`src/hw/arcade_input_pkg.sv`:
```
/*
 * Shared widths, PS/2 key codes, the mahjong quirk code and the board
 * configuration types for the arcade input path. Modules pull these in
 * with a wildcard import in their header.
 */
package arcade_input_pkg;

	localparam int port_w  = 8;  // One game input port
	localparam int joy_w   = 16; // Host joystick word
	localparam int rgb_w   = 12; // 4 bits per channel
	localparam int mj_rows = 7;
	localparam int mj_cols = 5;

	localparam logic [7:0] quirk_dakkochan = 8'h01; // Mode byte 1 value for mahjong
	localparam logic [7:0] cfg_index_mode  = 8'd1;
	localparam logic [7:0] cfg_index_dsw   = 8'd254;

	typedef enum logic [1:0] {
		mode_standard   = 2'd0,
		mode_dual_stick = 2'd1,
		mode_mahjong    = 2'd2
	} input_mode_t;

	typedef struct packed {
		input_mode_t mode;
		logic        button_swap;
		logic [7:0]  dsw0;
		logic [7:0]  dsw1;
	} board_cfg_t;

	typedef logic [mj_rows-1:0][mj_cols-1:0] mj_matrix_t; // [row][col]

	////////////////////////////////////////
	// PS/2 set 2 codes, bit 8 is the E0 prefix

	localparam logic [8:0] key_code_start1  = 9'h016; // 1
	localparam logic [8:0] key_code_start2  = 9'h01e; // 2
	localparam logic [8:0] key_code_coin1   = 9'h02e; // 5
	localparam logic [8:0] key_code_coin2   = 9'h036; // 6
	localparam logic [8:0] key_code_test    = 9'h006; // F2
	localparam logic [8:0] key_code_reset   = 9'h004; // F3
	localparam logic [8:0] key_code_service = 9'h046; // 9

	// Mahjong panel
	localparam logic [8:0] key_code_mj_kan   = 9'h014; // Left ctrl
	localparam logic [8:0] key_code_mj_reach = 9'h012; // Left shift
	localparam logic [8:0] key_code_mj_ron   = 9'h01a; // z
	localparam logic [8:0] key_code_mj_t     = 9'h02c;
	localparam logic [8:0] key_code_mj_u     = 9'h03c;
	localparam logic [8:0] key_code_mj_o     = 9'h044;
	localparam logic [8:0] key_code_mj_p     = 9'h04d;
	localparam logic [8:0] key_code_mj_a     = 9'h01c;
	localparam logic [8:0] key_code_mj_b     = 9'h032;
	localparam logic [8:0] key_code_mj_c     = 9'h021;
	localparam logic [8:0] key_code_mj_d     = 9'h023;
	localparam logic [8:0] key_code_mj_last  = 9'h111; // Right alt, last chance
	localparam logic [8:0] key_code_mj_e     = 9'h024;
	localparam logic [8:0] key_code_mj_f     = 9'h02b;
	localparam logic [8:0] key_code_mj_g     = 9'h034;
	localparam logic [8:0] key_code_mj_h     = 9'h033;
	localparam logic [8:0] key_code_mj_i     = 9'h043;
	localparam logic [8:0] key_code_mj_j     = 9'h03b;
	localparam logic [8:0] key_code_mj_k     = 9'h042;
	localparam logic [8:0] key_code_mj_l     = 9'h04b;
	localparam logic [8:0] key_code_mj_m     = 9'h03a;
	localparam logic [8:0] key_code_mj_n     = 9'h031;
	localparam logic [8:0] key_code_mj_chi   = 9'h029; // Space
	localparam logic [8:0] key_code_mj_pon   = 9'h011; // Left alt
	localparam logic [8:0] key_code_mj_flip  = 9'h035; // y, flip-flop
	localparam logic [8:0] key_code_mj_bet   = 9'h026; // 3

endpackage

```
`src/hw/host_config_loader.sv`:
```
/*
 * Stage 1. Captures the system-mode bytes and DIP-switch bytes from host
 * download writes and decodes the input layout from them.
 */
`timescale 1ns/1ps

module host_config_loader import arcade_input_pkg::*; (
	input  logic        clk_sys,
	input  logic        rst_n,
	input  logic        ioctl_wr,
	input  logic [7:0]  ioctl_index,
	input  logic [24:0] ioctl_addr,
	input  logic [7:0]  ioctl_dout,
	output board_cfg_t  cfg
);

	logic [7:0] sys_mode0; // [3] dual stick, [7] button swap
	logic [7:0] sys_mode1; // Quirk byte
	logic [7:0] dsw0_q;
	logic [7:0] dsw1_q;

	always_ff @(posedge clk_sys) begin
		if (!rst_n) begin
			sys_mode0 <= '0;
			sys_mode1 <= '0;
			dsw0_q    <= '0;
			dsw1_q    <= '0;
		end else if (ioctl_wr) begin
			// Mode bytes 2 and 3 exist on the host side but carry nothing here
			if (ioctl_index == cfg_index_mode && ioctl_addr[24:1] == '0) begin
				if (ioctl_addr[0]) sys_mode1 <= ioctl_dout;
				else sys_mode0 <= ioctl_dout;
			end
			if (ioctl_index == cfg_index_dsw && ioctl_addr[24:1] == '0) begin
				if (ioctl_addr[0]) dsw1_q <= ioctl_dout;
				else dsw0_q <= ioctl_dout;
			end
		end
	end

	// Dual stick wins over the mahjong quirk
	assign cfg.mode = sys_mode0[3] ? mode_dual_stick :
		(sys_mode1 == quirk_dakkochan) ? mode_mahjong : mode_standard;
	assign cfg.button_swap = sys_mode0[7];
	assign cfg.dsw0        = dsw0_q;
	assign cfg.dsw1        = dsw1_q;

	a_mode_legal: assert property (@(posedge clk_sys) disable iff (!rst_n)
		cfg.mode inside {mode_standard, mode_dual_stick, mode_mahjong});

endmodule

```
`config.mk`:
```
export PLATFORM = sky130hd
export DESIGN_NAME = host_config_loader
export DESIGN_NICKNAME = d
export VERILOG_FILES = /design/src/hw/arcade_input_pkg.sv /design/src/hw/host_config_loader.sv
export SDC_FILE = /design/constraint.sdc
export NUM_CORES = 1
export LEC_CHECK = 0
export BUFFER_PORTS_ARGS = -buffer_cell sky130_fd_sc_hd__buf_2
export CAP_MARGIN = 10
export CORE_UTILIZATION = 43
export DETAILED_ROUTE_END_ITERATION = 7
export PLACE_DENSITY_LB_ADDON = 0.12
export SYNTH_ARGS = -nofsm -noshare
export SYNTH_HDL_FRONTEND = slang
export SYNTH_SLANG_ARGS = --single-unit
```
`constraint.sdc`:
```
create_clock -name clk_sys -period 1.9 [get_ports clk_sys]
set_input_delay 0.095 -clock clk_sys [delete_from_list [all_inputs] [get_ports clk_sys]]
set_output_delay 0.095 -clock clk_sys [all_outputs]
set_load 0.05 [all_outputs]
```
==> results.toml <==
[sta]
fin_skew_ns = 0
maxSlewViolCount = 0
finalHoldViolCount = 0
finalCriticalPeriod_ns = 1.81
post-route-period-util_pct = 95.2
finalSetupTns_ns = 0
rsz0062_at_grt = "false"
tightest_slew_ns = 0.559
max_freq_mhz = 553
slew_headroom_pct = 62.7
setup_violations = 0

[clock_tree]
cts_resized = 0
cts_tree = "built"
cts_buffers = 3
clockBufferDepth = 2
htree_levels = 1
cts.sinks = 26
clkTransAtPathRegs_ns = 0.14
clock_latency_ns = 0.31
cts_setup_buffers = 0
postCtsHoldBufs = 0
root_buffer = "clkbuf_4"

[setup_path]
endpoint_kind = "output port"
ff2ff_path_depth = 2
critPathLaunchType = "flop"
critPathMaxStageDelay_ns = 0.54
crit_chain = "or4_1 -> nor4_2 -> buf_2"
required_ns = 1.80
cp_slowest_cell = "or4_1"
crit_fanout = 2
cp-startpoint = "sys_mode1[1]"
r2r_start = "sys_mode0[3]"
r2r_end = "sys_mode0[3]"
worst-path-buf-inv = 1
critPathArrivalTime_ns = 1.71
critical-path-top-delay-family = "simple AND/OR/NAND/NOR gates"
critPathKind = "flop to output port"
reg2reg_slack_ns = 1.26

[synth]
ys_ff_latch = 26
synth_fp_nets = 160
synthesis.area_um2 = 1120
yosysWarnings = 0
avgSynthCellArea_um2 = 9.66
ys_seq_area_share_pct = 46.4
synth_cell_type_count = 16
synth_cells = 116

[placed_design]
gp_congestion = 0.703
hpwl_um = 1900
portBuffers = 62

[routing]
remaining_drc_errors = 0
first_pass_iters = 3
routed_via_density = 4.97
via_count = 1053
met1Wirelength_um = 1090
wl_met3_um = 173
detailroute.wirelength.met2_um = 1210
ant_nets = 0
drt_iter0_markers = 11
wl_um = 2520
maxUsedRoutingLayer = "met4"
wl_per_cell_um = 11.9

[global_route]
gr-usage-all-layers_pct = 18.7
antenna_found_initial = 0
grt_max_degree = 35
grt-ovfl-total = 0
grt_pass1_vias = 930
grt_pass1_wl_um = 3770

[floorplan]
dieArea_um2 = 2820
die_x_um = 53.1
num_io_pins = 63
coreArea_um2 = 2480
std_cell_rows = 18
initial_core_util_pct = 45.3
die_h_um = 53.1

[worst_hold_path]
hp-start = "ioctl_dout[6]"
min_to = "dsw0_q[6]"
hp-class = "input pin to flop"
min_delay_path_depth = 3

[power]
swShare_pct = 19.5
p_leak_nw = 0.715
p_per_area_nw_per_um2 = 641
ir_worst_vdd_uv = 457
comb_power_share_pct = 7.6
power_frac_seq_pct = 55.1
intPower_w = 0.000796
p_switching_w = 0.000193
clkPwrFrac_pct = 37.3

[status]
status = "finished clean"

[cells_and_area]
final_core_util_pct = 62.3
final_cell_mix = "buf_2 (62), nand2_1 (36), mux2i_1 (26), dfxtp_1 (26), nor4_1 (6)"
final_common_cell = "buf_2"
final_nets = 227
syn_to_final_growth_pct = 37.6
antennaDiodeCount = 0
drive_above_1_share_pct = 42.3

[job]
max_cap_viol_count = 0
[synth_stat cells]
| library cell | n | share of area (%) |
|---|---|---|
| nand2_1 | 36 | 12 |
| dfxtp_1 | 26 | 46 |
| mux2i_1 | 26 | 23 |
| nor4_1 | 7 | 3.9 |
| clkbuf_1 | 4 | 1.3 |
| nor2_1 | 3 | 1.0 |
| nor3_4 | 3 | 4.4 |
| nand3_1 | 2 | 0.89 |
| nand4_1 | 2 | 1.1 |
| inv_1 | 1 | 0.33 |
| nand4_2 | 1 | 1.1 |
| nor3_1 | 1 | 0.45 |
| nor4b_1 | 1 | 0.78 |
| nor4b_2 | 1 | 1.3 |
| or4_1 | 1 | 0.67 |
| or4_4 | 1 | 1.0 |
[per-stage QoR]
stage | setup slack (ns) | std cells | power (W) | hold slack [ns] | area [um2]
2_1_floorplan | 0.0553 | 116 | 0.000582 | 0.281 | 1130
3_3_place_gp | 0.343 | 208 | 0.000629 | 0.402 | 1490
3_5_place_dp | 0.312 | 208 | 0.000632 | 0.416 | 1490
4_1_cts | 0.0692 | 212 | 0.00100 | 0.0573 | 1540
5_1_grt | 0.0313 | 212 | 0.00103 | 0.0550 | 1540
6_report | 0.0913 | 212 | 0.000989 | 0.0663 | 1540
[how the worst max path moves through the flow]
stage                   endpoint  cells past startpoint  slack, ns
global route             cfg[18]                      3       0.03
finish                   cfg[18]                      3       0.09
detailed placement  sys_mode0[3]                      5       0.31
CTS                      cfg[18]                      3       0.07
global placement    sys_mode0[3]                      5       0.34
floorplan                cfg[18]                      2       0.06
[power by group through the flow]
stage / Sequential, W / Clock (W) / Combinational, W
3_5_place_dp: 0.000557 / 0 / 0.0000751
2_1_floorplan: 0.000557 / 0 / 0.0000251
6_report: 0.000545 / 0.000369 / 0.0000753
4_1_cts: 0.000545 / 0.000381 / 0.0000756
3_3_place_gp: 0.000557 / 0 / 0.0000721
5_1_grt: 0.000546 / 0.000399 / 0.0000829
[registers in the layout, indices dropped and copies added, names as in the netlist]
signal     flops
sys_mode1      8
dsw0_q         8
dsw1_q         8
sys_mode0      2
[worst min-delay path, delay by kind of cell]
kind	cells	cell delay, ns
buffers and inverters	1	0.09
muxes	1	0.07
and+or+nand+nor	1	0.09
[routing by layer]
metal  track usage, %  vias to the layer above
met5                0                        -
met4             9.21                        0
met3             2.59                        6
met2             33.5                       39
met1             21.3                      471
li1                 -                      537
[kinds of logic after synthesis]
logic type    count (synthesis)  share of synthesized area [%]
simple gates                 59                           28.7
mux                          26                           23.2
buf+inv                       5                           1.67
flops                        26                           46.4
[final cells by class]
class                           instances  area (um2)
Inverter                                1        3.75
Sequential cell                        26         520
Clock inverter                          1        30.0
Tap cell                               30        37.5
Fill cell                             223         935
Clock buffer                            3        22.5
Multi-Input combinational cell         85         588
Timing Repair Buffer                   66         340
Note: power is estimated with default switching activity, not from simulation.
