==> config.mk <==
export PLATFORM = sky130hd
export DESIGN_NAME = pause_dimmer_flat
export DESIGN_NICKNAME = d
export VERILOG_FILES = /design/src/hw/arcade_input_pkg.sv /design/src/hw/input_ifs.sv /design/src/hw/pause_dimmer.sv /design/src/flat_wrapper.sv
export SDC_FILE = /design/constraint.sdc
export NUM_CORES = 1
export LEC_CHECK = 0
export BUFFER_PORTS_ARGS = -buffer_cell sky130_fd_sc_hd__clkbuf_2
export CORE_ASPECT_RATIO = 1.2
export CORE_MARGIN = 2
export CORE_UTILIZATION = 50
export CTS_BUF_LIST = sky130_fd_sc_hd__clkbuf_8
export DETAILED_ROUTE_END_ITERATION = 16
export GPL_TIMING_DRIVEN = 0
export PLACE_DENSITY = 0.83
export SLEW_MARGIN = 10
export SYNTH_ARGS = -nofsm -noshare
export SYNTH_HDL_FRONTEND = slang
export SYNTH_SLANG_ARGS = --single-unit
==> constraint.sdc <==
create_clock -name clk_sys -period 2.1 [get_ports clk_sys]
set_input_delay 0.42 -clock clk_sys [delete_from_list [all_inputs] [get_ports clk_sys]]
set_output_delay 0.42 -clock clk_sys [all_outputs]
set_load 0.1 [all_outputs]
==> src/hw/arcade_input_pkg.sv <==
/*
 * Shared widths, PS/2 key codes, the mahjong quirk code and the board
 * configuration types for the arcade input path. Modules pull these in
 * with a wildcard import in their header.
 */
package arcade_input_pkg;

	localparam int port_w  = 8;  // One game input port
	localparam int joy_w   = 16; // Host joystick word
	localparam int rgb_w   = 12; // 4 bits per channel
	localparam int mj_rows = 7;
	localparam int mj_cols = 5;

	localparam logic [7:0] quirk_dakkochan = 8'h01; // Mode byte 1 value for mahjong
	localparam logic [7:0] cfg_index_mode  = 8'd1;
	localparam logic [7:0] cfg_index_dsw   = 8'd254;

	typedef enum logic [1:0] {
		mode_standard   = 2'd0,
		mode_dual_stick = 2'd1,
		mode_mahjong    = 2'd2
	} input_mode_t;

	typedef struct packed {
		input_mode_t mode;
		logic        button_swap;
		logic [7:0]  dsw0;
		logic [7:0]  dsw1;
	} board_cfg_t;

	typedef logic [mj_rows-1:0][mj_cols-1:0] mj_matrix_t; // [row][col]

	////////////////////////////////////////
	// PS/2 set 2 codes, bit 8 is the E0 prefix

	localparam logic [8:0] key_code_start1  = 9'h016; // 1
	localparam logic [8:0] key_code_start2  = 9'h01e; // 2
	localparam logic [8:0] key_code_coin1   = 9'h02e; // 5
	localparam logic [8:0] key_code_coin2   = 9'h036; // 6
	localparam logic [8:0] key_code_test    = 9'h006; // F2
	localparam logic [8:0] key_code_reset   = 9'h004; // F3
	localparam logic [8:0] key_code_service = 9'h046; // 9

	// Mahjong panel
	localparam logic [8:0] key_code_mj_kan   = 9'h014; // Left ctrl
	localparam logic [8:0] key_code_mj_reach = 9'h012; // Left shift
	localparam logic [8:0] key_code_mj_ron   = 9'h01a; // z
	localparam logic [8:0] key_code_mj_t     = 9'h02c;
	localparam logic [8:0] key_code_mj_u     = 9'h03c;
	localparam logic [8:0] key_code_mj_o     = 9'h044;
	localparam logic [8:0] key_code_mj_p     = 9'h04d;
	localparam logic [8:0] key_code_mj_a     = 9'h01c;
	localparam logic [8:0] key_code_mj_b     = 9'h032;
	localparam logic [8:0] key_code_mj_c     = 9'h021;
	localparam logic [8:0] key_code_mj_d     = 9'h023;
	localparam logic [8:0] key_code_mj_last  = 9'h111; // Right alt, last chance
	localparam logic [8:0] key_code_mj_e     = 9'h024;
	localparam logic [8:0] key_code_mj_f     = 9'h02b;
	localparam logic [8:0] key_code_mj_g     = 9'h034;
	localparam logic [8:0] key_code_mj_h     = 9'h033;
	localparam logic [8:0] key_code_mj_i     = 9'h043;
	localparam logic [8:0] key_code_mj_j     = 9'h03b;
	localparam logic [8:0] key_code_mj_k     = 9'h042;
	localparam logic [8:0] key_code_mj_l     = 9'h04b;
	localparam logic [8:0] key_code_mj_m     = 9'h03a;
	localparam logic [8:0] key_code_mj_n     = 9'h031;
	localparam logic [8:0] key_code_mj_chi   = 9'h029; // Space
	localparam logic [8:0] key_code_mj_pon   = 9'h011; // Left alt
	localparam logic [8:0] key_code_mj_flip  = 9'h035; // y, flip-flop
	localparam logic [8:0] key_code_mj_bet   = 9'h026; // 3

endpackage

==> src/hw/input_ifs.sv <==
/*
 * Bundles between the input stages. key_if carries held key states from
 * the PS/2 decoder, ctrl_if the merged player controls from the merge stage.
 */


interface ctrl_if;
	logic       up;
	logic       down;
	logic       left;
	logic       right;
	logic [3:0] lstick; // {up, down, left, right}
	logic [3:0] rstick;
	logic [2:0] trig;   // Buttons 1 to 3 at bits 0 to 2
	logic       start1;
	logic       start2;
	logic       coin1;
	logic       coin2;
	logic       service;
	logic       test;
	logic       pause_btn;

	modport source (output up, down, left, right, lstick, rstick, trig,
		start1, start2, coin1, coin2, service, test, pause_btn);
	modport sink (input up, down, left, right, lstick, rstick, trig,
		start1, start2, coin1, coin2, service, test, pause_btn);
endinterface

==> src/hw/pause_dimmer.sv <==
/*
 * Pause control. The pause button toggles pause, an open OSD pauses when
 * the option is set, and after DIM_DELAY cycles of toggled pause the video
 * colour is halved per channel.
 */
`timescale 1ns/1ps

module pause_dimmer import arcade_input_pkg::*; #(
	parameter logic [31:0] DIM_DELAY = 32'd400_000_000 // 10 s at 40 MHz
) (
	input  logic             clk_sys,
	input  logic             rst_n,
	input  logic             osd_open,
	input  logic             pause_on_osd,
	input  logic [rgb_w-1:0] rgb_in,
	ctrl_if.sink             ctrl,
	output logic             pause,
	output logic [rgb_w-1:0] rgb_out
);

	logic        btn_q;
	logic        btn_rise;
	logic        pause_toggle;
	logic        toggle_nxt;
	logic [31:0] dim_cnt;
	logic        dim;

	assign btn_rise   = ctrl.pause_btn & ~btn_q;
	assign toggle_nxt = pause_toggle ^ btn_rise;
	assign dim        = (dim_cnt == DIM_DELAY);

	always_ff @(posedge clk_sys) begin
		if (!rst_n) begin
			btn_q        <= 1'b0;
			pause_toggle <= 1'b0;
			pause        <= 1'b0;
			dim_cnt      <= '0;
		end else begin
			btn_q        <= ctrl.pause_btn;
			pause_toggle <= toggle_nxt;
			pause        <= toggle_nxt | (osd_open & pause_on_osd);
			if (!pause_toggle) dim_cnt <= '0;
			else if (!dim) dim_cnt <= dim_cnt + 1'b1; // Holds at DIM_DELAY
		end
	end

	// Each 4-bit channel shifted right by one
	always_ff @(posedge clk_sys) begin
		rgb_out <= dim ? {1'b0, rgb_in[11:9], 1'b0, rgb_in[7:5], 1'b0, rgb_in[3:1]} : rgb_in;
	end

	a_dim_bound: assert property (@(posedge clk_sys) disable iff (!rst_n)
		dim_cnt <= DIM_DELAY);

endmodule

==> src/flat_wrapper.sv <==
// flat-port wrapper written by rule: the top's interface ports become plain ports
module pause_dimmer_flat import arcade_input_pkg::*;
#(
	parameter logic [31:0] DIM_DELAY = 32'd400_000_000                  
)
  (clk_sys, rst_n, osd_open, pause_on_osd, rgb_in, pause, rgb_out, ctrl_up, ctrl_down, ctrl_left, ctrl_right, ctrl_lstick, ctrl_rstick, ctrl_trig, ctrl_start1, ctrl_start2, ctrl_coin1, ctrl_coin2, ctrl_service, ctrl_test, ctrl_pause_btn);
  ctrl_if ctrl_i ();
  input  logic clk_sys;
  input  logic rst_n;
  input  logic osd_open;
  input  logic pause_on_osd;
  input  logic [rgb_w-1:0] rgb_in;
  output logic pause;
  output logic [rgb_w-1:0] rgb_out;
  input wire logic [$bits(ctrl_i.up)-1:0] ctrl_up;
  input wire logic [$bits(ctrl_i.down)-1:0] ctrl_down;
  input wire logic [$bits(ctrl_i.left)-1:0] ctrl_left;
  input wire logic [$bits(ctrl_i.right)-1:0] ctrl_right;
  input wire logic [$bits(ctrl_i.lstick)-1:0] ctrl_lstick;
  input wire logic [$bits(ctrl_i.rstick)-1:0] ctrl_rstick;
  input wire logic [$bits(ctrl_i.trig)-1:0] ctrl_trig;
  input wire logic [$bits(ctrl_i.start1)-1:0] ctrl_start1;
  input wire logic [$bits(ctrl_i.start2)-1:0] ctrl_start2;
  input wire logic [$bits(ctrl_i.coin1)-1:0] ctrl_coin1;
  input wire logic [$bits(ctrl_i.coin2)-1:0] ctrl_coin2;
  input wire logic [$bits(ctrl_i.service)-1:0] ctrl_service;
  input wire logic [$bits(ctrl_i.test)-1:0] ctrl_test;
  input wire logic [$bits(ctrl_i.pause_btn)-1:0] ctrl_pause_btn;
  assign ctrl_i.up = ctrl_up;
  assign ctrl_i.down = ctrl_down;
  assign ctrl_i.left = ctrl_left;
  assign ctrl_i.right = ctrl_right;
  assign ctrl_i.lstick = ctrl_lstick;
  assign ctrl_i.rstick = ctrl_rstick;
  assign ctrl_i.trig = ctrl_trig;
  assign ctrl_i.start1 = ctrl_start1;
  assign ctrl_i.start2 = ctrl_start2;
  assign ctrl_i.coin1 = ctrl_coin1;
  assign ctrl_i.coin2 = ctrl_coin2;
  assign ctrl_i.service = ctrl_service;
  assign ctrl_i.test = ctrl_test;
  assign ctrl_i.pause_btn = ctrl_pause_btn;
  pause_dimmer #(.DIM_DELAY(DIM_DELAY)) u_core (.clk_sys(clk_sys), .rst_n(rst_n), .osd_open(osd_open), .pause_on_osd(pause_on_osd), .rgb_in(rgb_in), .ctrl(ctrl_i), .pause(pause), .rgb_out(rgb_out));
endmodule
==> metrics.md <==
| Metric | Value |
|---|---|
| Mean area per synthesized cell | 9.42 sq um |
| Data arrival at the endpoint of the critical path | 2160 ps |
| Share of cells above drive strength 1 | 23.9% |
| Number of rows in the core area | 26 |
| Cell type contributing the most total cell area after synthesis | sky130_fd_sc_hd__dfxtp_1 |
| Worst-case headroom to the max-slew limit | 63.2% |
| Pwr per Cell Area | 744 nW/um^2 |
| Leak Pwr | about 0.92 nW |
| Depth of the CTS H-tree | 2 |
| CTS tree | done |
| Layout overhead on the synthesized area | 17.4% |
| Final hold violation count | 0 |
| Final critical-path share of the clock period | 93.6% |
| Largest net degree at the start of global routing | 16 |
| Final critical-path required period | 1970 ps |
| Clock sinks | 47 |
| Flop and latch count out of synthesis | 47 |
| Fmax | 509 MHz |
| Unrepaired setup endpoints after global routing | false |
| Top cells by count, synth | sky130_fd_sc_hd__dfxtp_1, sky130_fd_sc_hd__a21oi_1, sky130_fd_sc_hd__nand2_1 |
| Synthesis warning total | 0 |
| Post-synthesis instance area | 2170 sq um |
| Number of enable-type register cells in the synthesized netlist | 0 |
| Maximum vdd ir drop | 0.000536 V |
| Cell types with the largest area share after synthesis | sky130_fd_sc_hd__dfxtp_1, sky130_fd_sc_hd__a21oi_1, sky130_fd_sc_hd__o31ai_1, sky130_fd_sc_hd__mux2_2, sky130_fd_sc_hd__or4_1 |
| Number of nets produced by synthesis | 270 |
| Number of vias per cell | 5.90 |
| # setup viols final | 0 |
| Min Hold Slack | 325 ps |
| Result of the run | finished, final reports clean |
| Core Area | ~4200 sq um |
| Library cell used as clock root buffer | sky130_fd_sc_hd__clkbuf_8 |
| Initial Utilization | 51.6% |
| Tot GR Track Use | between 20% and 30% |
| CP startpoint kind | register |
| Wirelength per Cell | 15.0 um |
| Maximum fanout along the worst path | 5 |
| Final routed wirelength across all metal layers | 4850 um |
| First-pass GRT wire length | 8620 um |
| Total I/O pin count | 51 |
| Netlist cell types | 42 |
| Element type at the critical path end | register |
| Weighted congestion at the end of routability-driven global placement | between 0.7 and 0.8 |
| Worst setup path category | register to register |
| Die span in y | 76.1 um |
| Area enclosed by the die boundary | just under 5000 sq um |
| Buffers from clock root to sink, at most | 2 |
| Main flop type after synthesis | sky130_fd_sc_hd__dfxtp_1 |
| Maxcap violations | 0 |
| Violation count after the first detailed-route iteration | 145 |
| Count of final max-slew check failures | 0 |
| Final-stage net count | 307 |
| Transition time at the pin with the least slew margin | 552 ps |
| Number of antenna violations at the first check in global routing | 0 |
| Antenna-violating nets left | 0 |
| Reg clk slew, reported paths | 90 ps |
| Worst endpoint required time | around 2300 ps |
| Via count | 1913 |
| DRC viols | 0 |
| Number of global-route vias before repair | roughly 1.9k |
| HP Class | input port to register |
| Overall overflow remaining after global route | 0 |
| Post-route clock skew | about 11 ps |
| Setup_tns | 0 ps |
| Total of buffers placed on input and output ports | 29 |
| Gate Count Post-Synth | between 200 and 250 |
| Number of filler instances in the final layout | around 350 |
| Worst-skew pair later-pin latency | 310 ps |
| Async set or reset register ratio after synthesis | 0% |
| Area share of the largest cell type after synthesis | 43.4% |
| Count leader, synth | sky130_fd_sc_hd__dfxtp_1 |
| First-pass detailed-route iteration total | 4 |
| Cts bufs inserted | 5 |
| HPWL after detailed placement | 3280 um |
| Proportion of synthesized chip area in sequential cells | between 40% and 50% |
| Die Wd | 64.1 um |
| Ant. Diodes | 0 |
[logic make-up after synthesis]
group           after synthesis  synth area share, %
simple gates                 99                 29.2
flops                        47                 43.4
compound gates               44                 12.4
buf+inv                      18                 4.68
xor+xnor                     11                 4.45
mux                           9                 4.68
fa+ha+maj                     2                 1.16
[per-layer routing]
metal | up-vias | global-route usage (%) | wire length, um
met3 | 12 | 5.47 | 309
met4 | 0 | 7.39 | 109
li1 | 935 | - | -
met2 | 66 | 37.3 | 2510
met5 | - | 0 | 0
met1 | 900 | 26.9 | 1930
[worst paths after layout]
kind | startpoint | endpoint | slack [ps] | cells after the start
setup / recovery | u_core.dim_cnt[0]$_SDFFE_PN0P_ | u_core.rgb_out[10]$_DFF_P_ | 130 | 7
hold / removal | rgb_in[3] | u_core.rgb_out[3]$_SDFF_PN0_ | 320 | 2
setup reg to reg | u_core.dim_cnt[0]$_SDFFE_PN0P_ | u_core.rgb_out[10]$_DFF_P_ | 130 | 7
hold reg to reg | u_core.dim_cnt[23]$_SDFFE_PN0P_ | u_core.dim_cnt[23]$_SDFFE_PN0P_ | 480 | 2
[sequential cells by signal, summed over array words and instances (netlist names)]
signal	flops
u_core.dim_cnt	32
u_core.rgb_out	12
u_core.pause	1
u_core.pause_toggle	1
u_core.btn_q	1
[power by group]
| part | switching, mW | internal, mW |
|---|---|---|
| logic | 0.142 | 0.0383 |
| clock network | 0.320 | 0.475 |
| registers | 0.00735 | 0.910 |
| total | 0.469 | 1.42 |
[worst max-delay path, cell delays in order, from the launching register on]
cell and delay, ps:
sky130_fd_sc_hd__dfxtp_1 350, sky130_fd_sc_hd__inv_1 90, sky130_fd_sc_hd__ha_1 150, sky130_fd_sc_hd__nor4bb_2 340, sky130_fd_sc_hd__nand4_1 130, sky130_fd_sc_hd__buf_4 180, sky130_fd_sc_hd__nor3_4 260, sky130_fd_sc_hd__mux2_2 360
[final cells by class]
class,count,area (sq um),area share (%)
clock buffers,5,68.8,2.71
repair buffers,30,153,6.00
plain buffers,12,78.8,3.10
multi-input cells,165,1140,44.9
clock inverters,3,67.6,2.66
flip-flops and latches,47,941,37.0
well taps,56,70.1,2.75
inverters,6,22.5,0.885
[metrics by stage]
step                      worst slack (ps)  util, %  cell area [sq um]  total power [mW]  std cells
after floorplan                        303        -               2170              1.08        230
after global placement                79.5     56.7               2380              1.12        315
after detailed placement              32.4     56.7               2380              1.12        315
after CTS                             11.2     60.1               2520              1.90        323
after global routing                  7.84     60.6               2540              1.95        324
final                                  135     60.6               2540              1.89        324
[repair_timing]
item,4_1_cts,5_1_grt
hold buffers,0,0
setup endpoints to repair,4,9
pin swaps,2,0
buffers inserted,0,1
gates resized for setup,1,2
hold endpoints to repair,0,0
[cells in the final DEF, fill, tap and decap left out, drive strengths merged]
| master | count |
|---|---|
| nor4b | 1 |
| nor3 | 4 |
| mux2 | 9 |
| a41oi | 1 |
| and3 | 4 |
| and4 | 8 |
| nand3 | 11 |
| or3 | 6 |
| nor2 | 12 |
| nor4 | 3 |
| or4 | 10 |
| xnor2 | 3 |
| clkbuf | 39 |
| nor4bb | 2 |
| or2b | 1 |
| ha | 2 |
| nand4 | 13 |
| buf | 8 |
| bufinv | 2 |
| a31o | 1 |
| inv | 6 |
| xor2 | 8 |
| a41o | 1 |
| nor2b | 2 |
| a21oi | 19 |
| o31ai | 11 |
| and2 | 9 |
| dfxtp | 47 |
| nand2 | 13 |
| a31oi | 2 |
| clkinvlp | 1 |
| a211oi | 1 |
| o21ai | 7 |
| o311ai | 1 |
Note: power is estimated with default switching activity, not from simulation.
